## config.mk

```make
export PLATFORM = sky130hd
export DESIGN_NAME = fetch_unit
export DESIGN_NICKNAME = d
export VERILOG_FILES = /design/src/design/fetch_pkg.sv /design/src/design/fetch_ctrl_if.sv /design/src/design/fetch_control.sv /design/src/design/fetch_addr_stage.sv /design/src/design/fetch_pair_stage.sv /design/src/design/fetch_unit.sv
export SDC_FILE = /design/constraint.sdc
export NUM_CORES = 1
export LEC_CHECK = 0
export ABC_AREA = 1
export BUFFER_PORTS_ARGS = -buffer_cell sky130_fd_sc_hd__clkbuf_2
export CAP_MARGIN = 0
export CORE_AREA = 2 2 151 153
export DETAILED_ROUTE_END_ITERATION = 6
export DIE_AREA = 0 0 153 155
export PLACE_DENSITY = 0.74
export SETUP_SLACK_MARGIN = 0.4
export SLEW_MARGIN = 20
export SYNTH_ARGS = -nofsm -noshare
export SYNTH_HDL_FRONTEND = slang
export SYNTH_SLANG_ARGS = --single-unit
export TNS_END_PERCENT = 5
```

## constraint.sdc

```tcl
create_clock -name clk -period 10.3 [get_ports clk]
set_input_delay 2.06 -clock clk [delete_from_list [all_inputs] [get_ports clk]]
set_output_delay 2.06 -clock clk [all_outputs]
set_load 0.01 [all_outputs]
```

## src/design/fetch_pkg.sv

```systemverilog
package fetch_pkg;

    // byte counts of one instruction and one fetch
    localparam int INSTR_BYTES = 4;
    localparam int FETCH_BYTES = 8;

    // address or one instruction
    typedef logic [INSTR_BYTES*8-1:0] word_t;

    // one bus response, two instructions
    // lower half is the instruction at the fetch address
    typedef logic [FETCH_BYTES*8-1:0] fetch_word_t;

    // one fetch in flight between pc and decode
    typedef struct packed {
        // entry holds a real fetch
        logic  valid;
        // address of slot 0
        word_t pc;
        // misaligned fetch, no bus request was made
        logic  fetch_exc;
    } fetch_entry_t;

endpackage

```

## src/design/fetch_ctrl_if.sv

```systemverilog
interface fetch_ctrl_if import fetch_pkg::*; ();

    // pc is aligned, request on the instruction bus
    logic  ireq_valid;

    // hold pc and keep the request up
    logic  stall_f;
    // hold f1 entry and output register
    logic  stall_f2;

    // kill whatever would enter f1 this edge
    logic  flush_f1;
    // kill the output register toward decode
    logic  flush_out;

    // new pc this edge
    logic  redirect_valid;
    word_t redirect_target;

    // stall, flush and redirect source
    modport ctrl (
        input  ireq_valid,
        output stall_f, stall_f2, flush_f1, flush_out, redirect_valid, redirect_target
    );

    // pc and f1 entry side
    modport addr_side (
        output ireq_valid,
        input  stall_f, stall_f2, flush_f1, redirect_valid, redirect_target
    );

    // response buffer and output register side
    modport pair_side (
        input  stall_f2, flush_out
    );

endinterface

```

## src/design/fetch_control.sv

```systemverilog
module fetch_control import fetch_pkg::*; #(
    parameter word_t EXC_ENTRANCE = 32'hbfc0_0380
) (
    input  logic  clk,
    input  logic  reset,
    input  logic  exc_valid,
    input  logic  eret_valid,
    input  logic  branch_taken,
    input  word_t epc,
    input  word_t branch_target,
    input  logic  iresp_addr_ok,
    input  logic  stall_d,
    fetch_ctrl_if.ctrl ctl
);

    logic  fetch_wait;
    logic  stall_f;
    logic  event_valid;
    word_t event_target;

    // redirect seen while fetch was stalled
    logic  pending_valid;
    word_t pending_target;

    // request up but memory did not take the address
    assign fetch_wait = ctl.ireq_valid & ~iresp_addr_ok;

    // pc waits on the bus or on a full decode stage
    assign stall_f = fetch_wait | stall_d;

    // any redirect source this cycle
    assign event_valid = exc_valid | eret_valid | branch_taken;

    // fixed priority
    // exception entrance, then eret, then resolved branch
    always_comb begin
        if (exc_valid) begin
            event_target = EXC_ENTRANCE;
        end else if (eret_valid) begin
            event_target = epc;
        end else begin
            event_target = branch_target;
        end
    end

    // pending flag
    // a newer event overwrites, an unstalled edge consumes it
    always_ff @(posedge clk) begin
        if (reset) begin
            pending_valid <= 1'b0;
        end else if (stall_f && event_valid) begin
            pending_valid <= 1'b1;
        end else if (!stall_f) begin
            pending_valid <= 1'b0;
        end
    end

    // pending target, only meaningful with the flag set
    always_ff @(posedge clk) begin
        if (stall_f && event_valid) begin
            pending_target <= event_target;
        end
    end

    assign ctl.stall_f  = stall_f;
    assign ctl.stall_f2 = stall_d;

    // pc moves only on an unstalled edge
    // a fresh event wins over an older pending one
    assign ctl.redirect_valid  = ~stall_f & (event_valid | pending_valid);
    assign ctl.redirect_target = event_valid ? event_target : pending_target;

    // f1 is wrong path on the event itself
    // and again when a held target finally lands
    assign ctl.flush_f1  = event_valid | (pending_valid & ~stall_f);
    assign ctl.flush_out = event_valid;

endmodule

```

## src/design/fetch_addr_stage.sv

```systemverilog
module fetch_addr_stage import fetch_pkg::*; #(
    parameter word_t RESET_VECTOR = 32'hbfc0_0000
) (
    input  logic         clk,
    input  logic         reset,
    fetch_ctrl_if.addr_side ctl,
    output word_t        ireq_addr,
    output fetch_entry_t f1_entry
);

    // low address bits that must be zero
    localparam int ALIGN_BITS = $clog2(INSTR_BYTES);

    word_t pc;
    logic  misaligned;

    // f1 register, valid bit apart from payload
    logic  f1_valid;
    word_t f1_pc;
    logic  f1_exc;

    assign misaligned = |pc[ALIGN_BITS-1:0];

    // misaligned pc makes no bus request
    assign ctl.ireq_valid = ~misaligned;
    assign ireq_addr      = pc;

    // program counter
    // sequential step is one full fetch, two instructions
    always_ff @(posedge clk) begin
        if (reset) begin
            pc <= RESET_VECTOR;
        end else if (!ctl.stall_f) begin
            if (ctl.redirect_valid) begin
                pc <= ctl.redirect_target;
            end else begin
                pc <= pc + word_t'(FETCH_BYTES);
            end
        end
    end

    // f1 valid
    // flush kills even a held entry, it is wrong path
    // a bus wait with decode free inserts a bubble
    always_ff @(posedge clk) begin
        if (reset) begin
            f1_valid <= 1'b0;
        end else if (ctl.flush_f1) begin
            f1_valid <= 1'b0;
        end else if (!ctl.stall_f2) begin
            f1_valid <= ~ctl.stall_f;
        end
    end

    // f1 payload follows the valid bit's load enable
    always_ff @(posedge clk) begin
        if (!ctl.stall_f2) begin
            f1_pc  <= pc;
            f1_exc <= misaligned;
        end
    end

    assign f1_entry.valid     = f1_valid;
    assign f1_entry.pc        = f1_pc;
    assign f1_entry.fetch_exc = f1_exc;

endmodule

```

## src/design/fetch_pair_stage.sv

```systemverilog
module fetch_pair_stage import fetch_pkg::*; (
    input  logic         clk,
    input  logic         reset,
    fetch_ctrl_if.pair_side ctl,
    input  fetch_entry_t f1_entry,
    input  fetch_word_t  iresp_data,
    output logic         out_valid,
    output word_t        out_pc,
    output word_t        out_instr0,
    output word_t        out_instr1,
    output logic         out_fetch_exc
);

    // instructions per fetch word
    localparam int SLOTS = FETCH_BYTES / INSTR_BYTES;
    localparam int WORD_W = $bits(word_t);

    // response hold buffer
    logic        buf_saved;
    fetch_word_t buf_data;

    // word for the f1 entry, live or buffered
    fetch_word_t fetch_word;
    word_t [SLOTS-1:0] slot;

    // memory drives data for one cycle only
    // so the first stalled cycle grabs it
    always_ff @(posedge clk) begin
        if (reset) begin
            buf_saved <= 1'b0;
        end else if (ctl.stall_f2 && !buf_saved) begin
            buf_saved <= 1'b1;
        end else if (!ctl.stall_f2) begin
            buf_saved <= 1'b0;
        end
    end

    // later stalled cycles see a repeat request, keep the first data
    always_ff @(posedge clk) begin
        if (ctl.stall_f2 && !buf_saved) begin
            buf_data <= iresp_data;
        end
    end

    assign fetch_word = buf_saved ? buf_data : iresp_data;

    // split into slots, slot 0 at the fetch address
    // exception entry carries no instructions
    always_comb begin
        for (int i = 0; i < SLOTS; i++) begin
            if (f1_entry.fetch_exc) begin
                slot[i] = '0;
            end else begin
                slot[i] = fetch_word[i*WORD_W +: WORD_W];
            end
        end
    end

    // output valid
    // squash beats the decode stall
    always_ff @(posedge clk) begin
        if (reset) begin
            out_valid <= 1'b0;
        end else if (ctl.flush_out) begin
            out_valid <= 1'b0;
        end else if (!ctl.stall_f2) begin
            out_valid <= f1_entry.valid;
        end
    end

    // payload toward decode, held while decode is full
    always_ff @(posedge clk) begin
        if (!ctl.stall_f2) begin
            out_pc        <= f1_entry.pc;
            out_instr0    <= slot[0];
            out_instr1    <= slot[1];
            out_fetch_exc <= f1_entry.fetch_exc;
        end
    end

endmodule

```

## src/design/fetch_unit.sv

```systemverilog
module fetch_unit import fetch_pkg::*; #(
    parameter word_t RESET_VECTOR = 32'hbfc0_0000,
    parameter word_t EXC_ENTRANCE = 32'hbfc0_0380
) (
    input  logic        clk,
    input  logic        reset,

    // instruction bus
    output logic        ireq_valid,
    output word_t       ireq_addr,
    input  logic        iresp_addr_ok,
    input  fetch_word_t iresp_data,

    // decode back pressure
    input  logic        stall_d,

    // redirect sources
    input  logic        exc_valid,
    input  logic        eret_valid,
    input  word_t       epc,
    input  logic        branch_taken,
    input  word_t       branch_target,

    // fetch pair toward decode
    output logic        out_valid,
    output word_t       out_pc,
    output word_t       out_instr0,
    output word_t       out_instr1,
    output logic        out_fetch_exc
);

    fetch_entry_t f1_entry;

    // stall, flush and redirect bundle
    fetch_ctrl_if ctl_if ();

    assign ireq_valid = ctl_if.ireq_valid;

    fetch_control #(
        .EXC_ENTRANCE (EXC_ENTRANCE)
    ) u_fetch_control (
        .clk           (clk),
        .reset         (reset),
        .exc_valid     (exc_valid),
        .eret_valid    (eret_valid),
        .branch_taken  (branch_taken),
        .epc           (epc),
        .branch_target (branch_target),
        .iresp_addr_ok (iresp_addr_ok),
        .stall_d       (stall_d),
        .ctl           (ctl_if.ctrl)
    );

    // pc and f1 entry
    fetch_addr_stage #(
        .RESET_VECTOR (RESET_VECTOR)
    ) u_fetch_addr_stage (
        .clk       (clk),
        .reset     (reset),
        .ctl       (ctl_if.addr_side),
        .ireq_addr (ireq_addr),
        .f1_entry  (f1_entry)
    );

    // response buffer, slot split and decode register
    fetch_pair_stage u_fetch_pair_stage (
        .clk           (clk),
        .reset         (reset),
        .ctl           (ctl_if.pair_side),
        .f1_entry      (f1_entry),
        .iresp_data    (iresp_data),
        .out_valid     (out_valid),
        .out_pc        (out_pc),
        .out_instr0    (out_instr0),
        .out_instr1    (out_instr1),
        .out_fetch_exc (out_fetch_exc)
    );

endmodule

```

# == Yosys cells after proc, flatten, opt, wreduce, memory -nomap -nowiden ==
# Cells that the tools add are included.
# totals
regBits,262
out_inout_bits,131
word_cells,42
in_bits,135
# classes
n_eq_ne,2
addsub,1
reduce_logical,6
bitwise_logic,11
mux,9
# ops
op,count
$mux 32,4
$mux 64,1
$add 32x4->32 const B,1
$reduce_or 2->1,3
$or 1x1->1,5
$mux 1,4
$and 1x1->1,3
$not 1->1,3
$logic_and 1x1->1,2
$ne 2x1->1 const B,1
$ne 2x2->1 const B,1
$logic_not 1->1,1

# == Logic depth before layout (Yosys ltp) ==
# depth
depth_word,8
mapped_depth,11
depth_no_buf,10

# == Modules after synthesis ==
# A second synthesis with hierarchy kept.
# unflattened
hier_cells,1204
area_unflattened_um2,11534.8
# by_module_without_submodules
module,area_each_um2,n_inst,seq_area_each_um2,cells_per_inst
fetch_pair_stage,6246.0,1,4874.7,513
fetch_addr_stage,3229.3,1,1651.6,406
fetch_control,2059.5,1,980.9,285

# == Worst setup path after synthesis ==
# Ideal clock, no wire load.
# synth_timing
kind,input to register
from,input stall_d
to,"register u_fetch_pair_stage.buf_data[0], enable pin"
path_buffers,0
setup_ps,810
setup_slack_ps,2095
required_time_ps,9490
arrival_ps,7395
path_stages,2
path_cell_list,inv_1 -> nor2_1
# synth_via
elab_chain_len,1
# synth_lines
item,line_no,rtl
from (decl),fetch_unit.sv:15,"input logic stall_d,"
$logic_and 1x1->1,fetch_pair_stage.sv:40,if (ctl.stall_f2 && !buf_saved) begin
to (signal assigned),fetch_pair_stage.sv:41,buf_data <= iresp_data;
to (decl),fetch_pair_stage.sv:20,fetch_word_t buf_data;
# Every way passes these cells.
# A chain may end at the register's enable or synchronous reset.

# == Worst setup path in the final report ==
# layout_timing
from,input exc_valid
to,"register u_fetch_control.pending_target[1], enable pin"
# layout_via
elab_chain_len,3
# layout_lines
item,line_no,rtl
from (decl),fetch_unit.sv:18,"input logic exc_valid,"
$or 1x1->1 (2 in series),fetch_control.sv:32,assign event_valid = exc_valid | eret_valid | branch_taken;
$logic_and 1x1->1,fetch_control.sv:60,if (stall_f && event_valid) begin
to (signal assigned),fetch_control.sv:61,pending_target <= event_target;
to (decl),fetch_control.sv:23,word_t pending_target;
# Every way passes these cells.

==> results.toml <==
[global_routing]
grt_pass1_wl_mm = 39.1
grt_usage = 0.204
first_global_vias = 7460
grt_max_degree = 75
antenna_found_initial = 0
overflow = 0

[synthesis]
synth-seq-cells = 262
syn_area_sq_um = 10800
synth.distinct_cells = 37
async_flop_share = 0
synth-edff-count = 226
synthCells = 1009
syn_avg_cell_area_sq_um = 10.7
synth_ff_type = "edfxtp_1"
yosys.area.top_type = "edfxtp_1"
ys_warn_count = 0
synth_common_cells = "nand2_1, edfxtp_1, a21oi_1, nor2_1, o21ai_0"
yosysTopAreaCellShare = 0.626
synth.top_cells.by_area = "edfxtp_1, nand2_1, dfxtp_1, a21oi_1, nor2_1"
synth.most_common_cell = "nand2_1"
synth.yosys.seq_area_share = 0.693
synth_nets = 1145

[sta]
hold_viol = 0
finClkSkew_ns = 0.00950
setup_viol_count_final = 0
grt_setup_unrepaired = "false"
max_freq_mhz = 268
period_needed_ns = 3.73
finalCritPeriodShare = 0.362
fin_ws_ns = 6.57
setup-tns-final_ns = 0
slew_headroom = 0.347
worstMarginPinSlew_ns = 0.979
drv_slew = 0

[clocking]
clock_latency_ns = 0.52
cts_root_buf = "clkbuf_16"
clk_path_buf_depth = 3
cts.clk_slew.worst_paths_ns = 0.06
ctsHoldBuffers = 0
cts_buffers = 26
cts_resized = 0
htreeDepth = 1
cts_tree = "yes"
cts_sinks = 262
postCtsSetupBuffers = 0

[drt]
drt_first_pass_iters = 5
drc = 0
via_per_inst = 5.16
wl_per_cell_um = 16.1
routed_wirelength_mm = 25.2
drtIter0Drc = 610
vias = 8076
antenna_left = 0

[setup_path]
cp.required_ns = 10.53
path_class = "input port to flip-flop"
critPathArrivalTime_ns = 3.96
crit_path_end_kind = "flip-flop"
critical_path.max_fanout = 35
cp-start-kind = "input port"

[finish]
syn2layout_area_growth_pct = 21.8
regArea_sq_um = 7510
drive_above_1_share = 0.264
final_nets = 1397
multiInputGateArea_sq_um = 2970
n_antenna_cell = 0
nFillCells = 1826

[floorplanning]
core_area_sq_um = 22200
io_pins = 266
dieArea_sq_um = 23700
num_rows = 55
start_util = 0.488
die_w_um = 153
die_y_um = 155

[placed_design]
dp_slack_ns = 6.03
portBuffers = 265
gp_congestion = 0.914
hpwl_mm = 17.3

[run_status]
status = "completed"

[pwr]
ir_drop_mv = 0.0758
powerDensity_nw_per_um2 = 186
p_leak_nw = 5.57

[hold_path]
holdCritPathClass = "flip-flop to flip-flop"

[flow_run]
drv_cap = 0
cells in the final DEF, fill, tap and decap left out, types with 7 or more instances in the layout:
master / n
o21ai_0: 39
nand3_1: 32
nand2_1: 324
nand3b_1: 7
inv_1: 33
dfxtp_1: 35
clkbuf_2: 265
nor2_1: 99
edfxtp_1: 226
a21oi_1: 104
xor2_1: 7
clkinv_2: 10
clkbuf_16: 27
cells by family (layout without fill, tap and decap cells):
family          count (synthesis)  after routing  share of synthesized area
xor+xnor                        9              9                    0.00727
fa+ha+maj                       1              1                    0.00115
flops                         262            262                      0.693
simple gates                  489            489                      0.187
buf+inv                        85            357                     0.0344
compound gates                163            163                     0.0780
through the flow:
step	cells	hold slack (ns)	total power [mW]	area, sq um	util
after global placement	1518	0.401	1.54	12400	0.556
after detailed placement	1518	0.405	1.55	12400	0.556
final	1566	0.416	2.46	13200	0.594
after CTS	1566	0.418	2.48	13200	0.594
after global routing	1566	0.424	2.55	13200	0.594
after floorplan	1009	0.400	1.44	10800	-
power breakdown:
group | internal [mW] | switching, mW
Clock | 0.550 | 0.385
Combinational | 0.0842 | 0.160
Sequential | 1.24 | 0.0360
Total | 1.88 | 0.581
path summary, 6_finish.rpt:
path                                 from                                end  slack [ns]  cells after the start
max reg2reg  u_fetch_pair_stage.buf_saved  u_fetch_pair_stage.out_instr0[12]        7.76                      4
max                             exc_valid  u_fetch_control.pending_target[1]        6.57                      6
min reg2reg  u_fetch_addr_stage.f1_pc[24]      u_fetch_pair_stage.out_pc[24]        0.42                      0
min          u_fetch_addr_stage.f1_pc[24]      u_fetch_pair_stage.out_pc[24]        0.42                      0
final cells by class:
type	instances	area share
flip-flops and latches	262	0.569
multi-input cells	662	0.225
repair buffers	270	0.103
clock buffers	28	0.0515
well taps	285	0.0270
clock inverters	20	0.0129
inverters	39	0.0118
worst max-delay path: stages:
cell	delay (ns)
clkbuf_2	0.09
inv_1	0.55
nand2_4	0.40
inv_2	0.50
nor2_2	0.08
buf_4	0.27
metal layers:
layer	vias to the layer above	wire, um	track usage
met1	3705	10500	0.284
met5	-	0	0
met2	382	11900	0.333
li1	3945	-	-
met3	44	2390	0.0404
met4	0	530	0.0529
registers in the layout (all words and copies together), names as in the netlist, 32 cells and up:
signal,flops
u_fetch_pair_stage.out_pc,32
u_fetch_control.pending_target,32
u_fetch_addr_stage.ireq_addr,32
u_fetch_addr_stage.f1_pc,32
u_fetch_pair_stage.out_instr1,32
u_fetch_pair_stage.buf_data,64
u_fetch_pair_stage.out_instr0,32
Power figures use the tool's default switching activity.
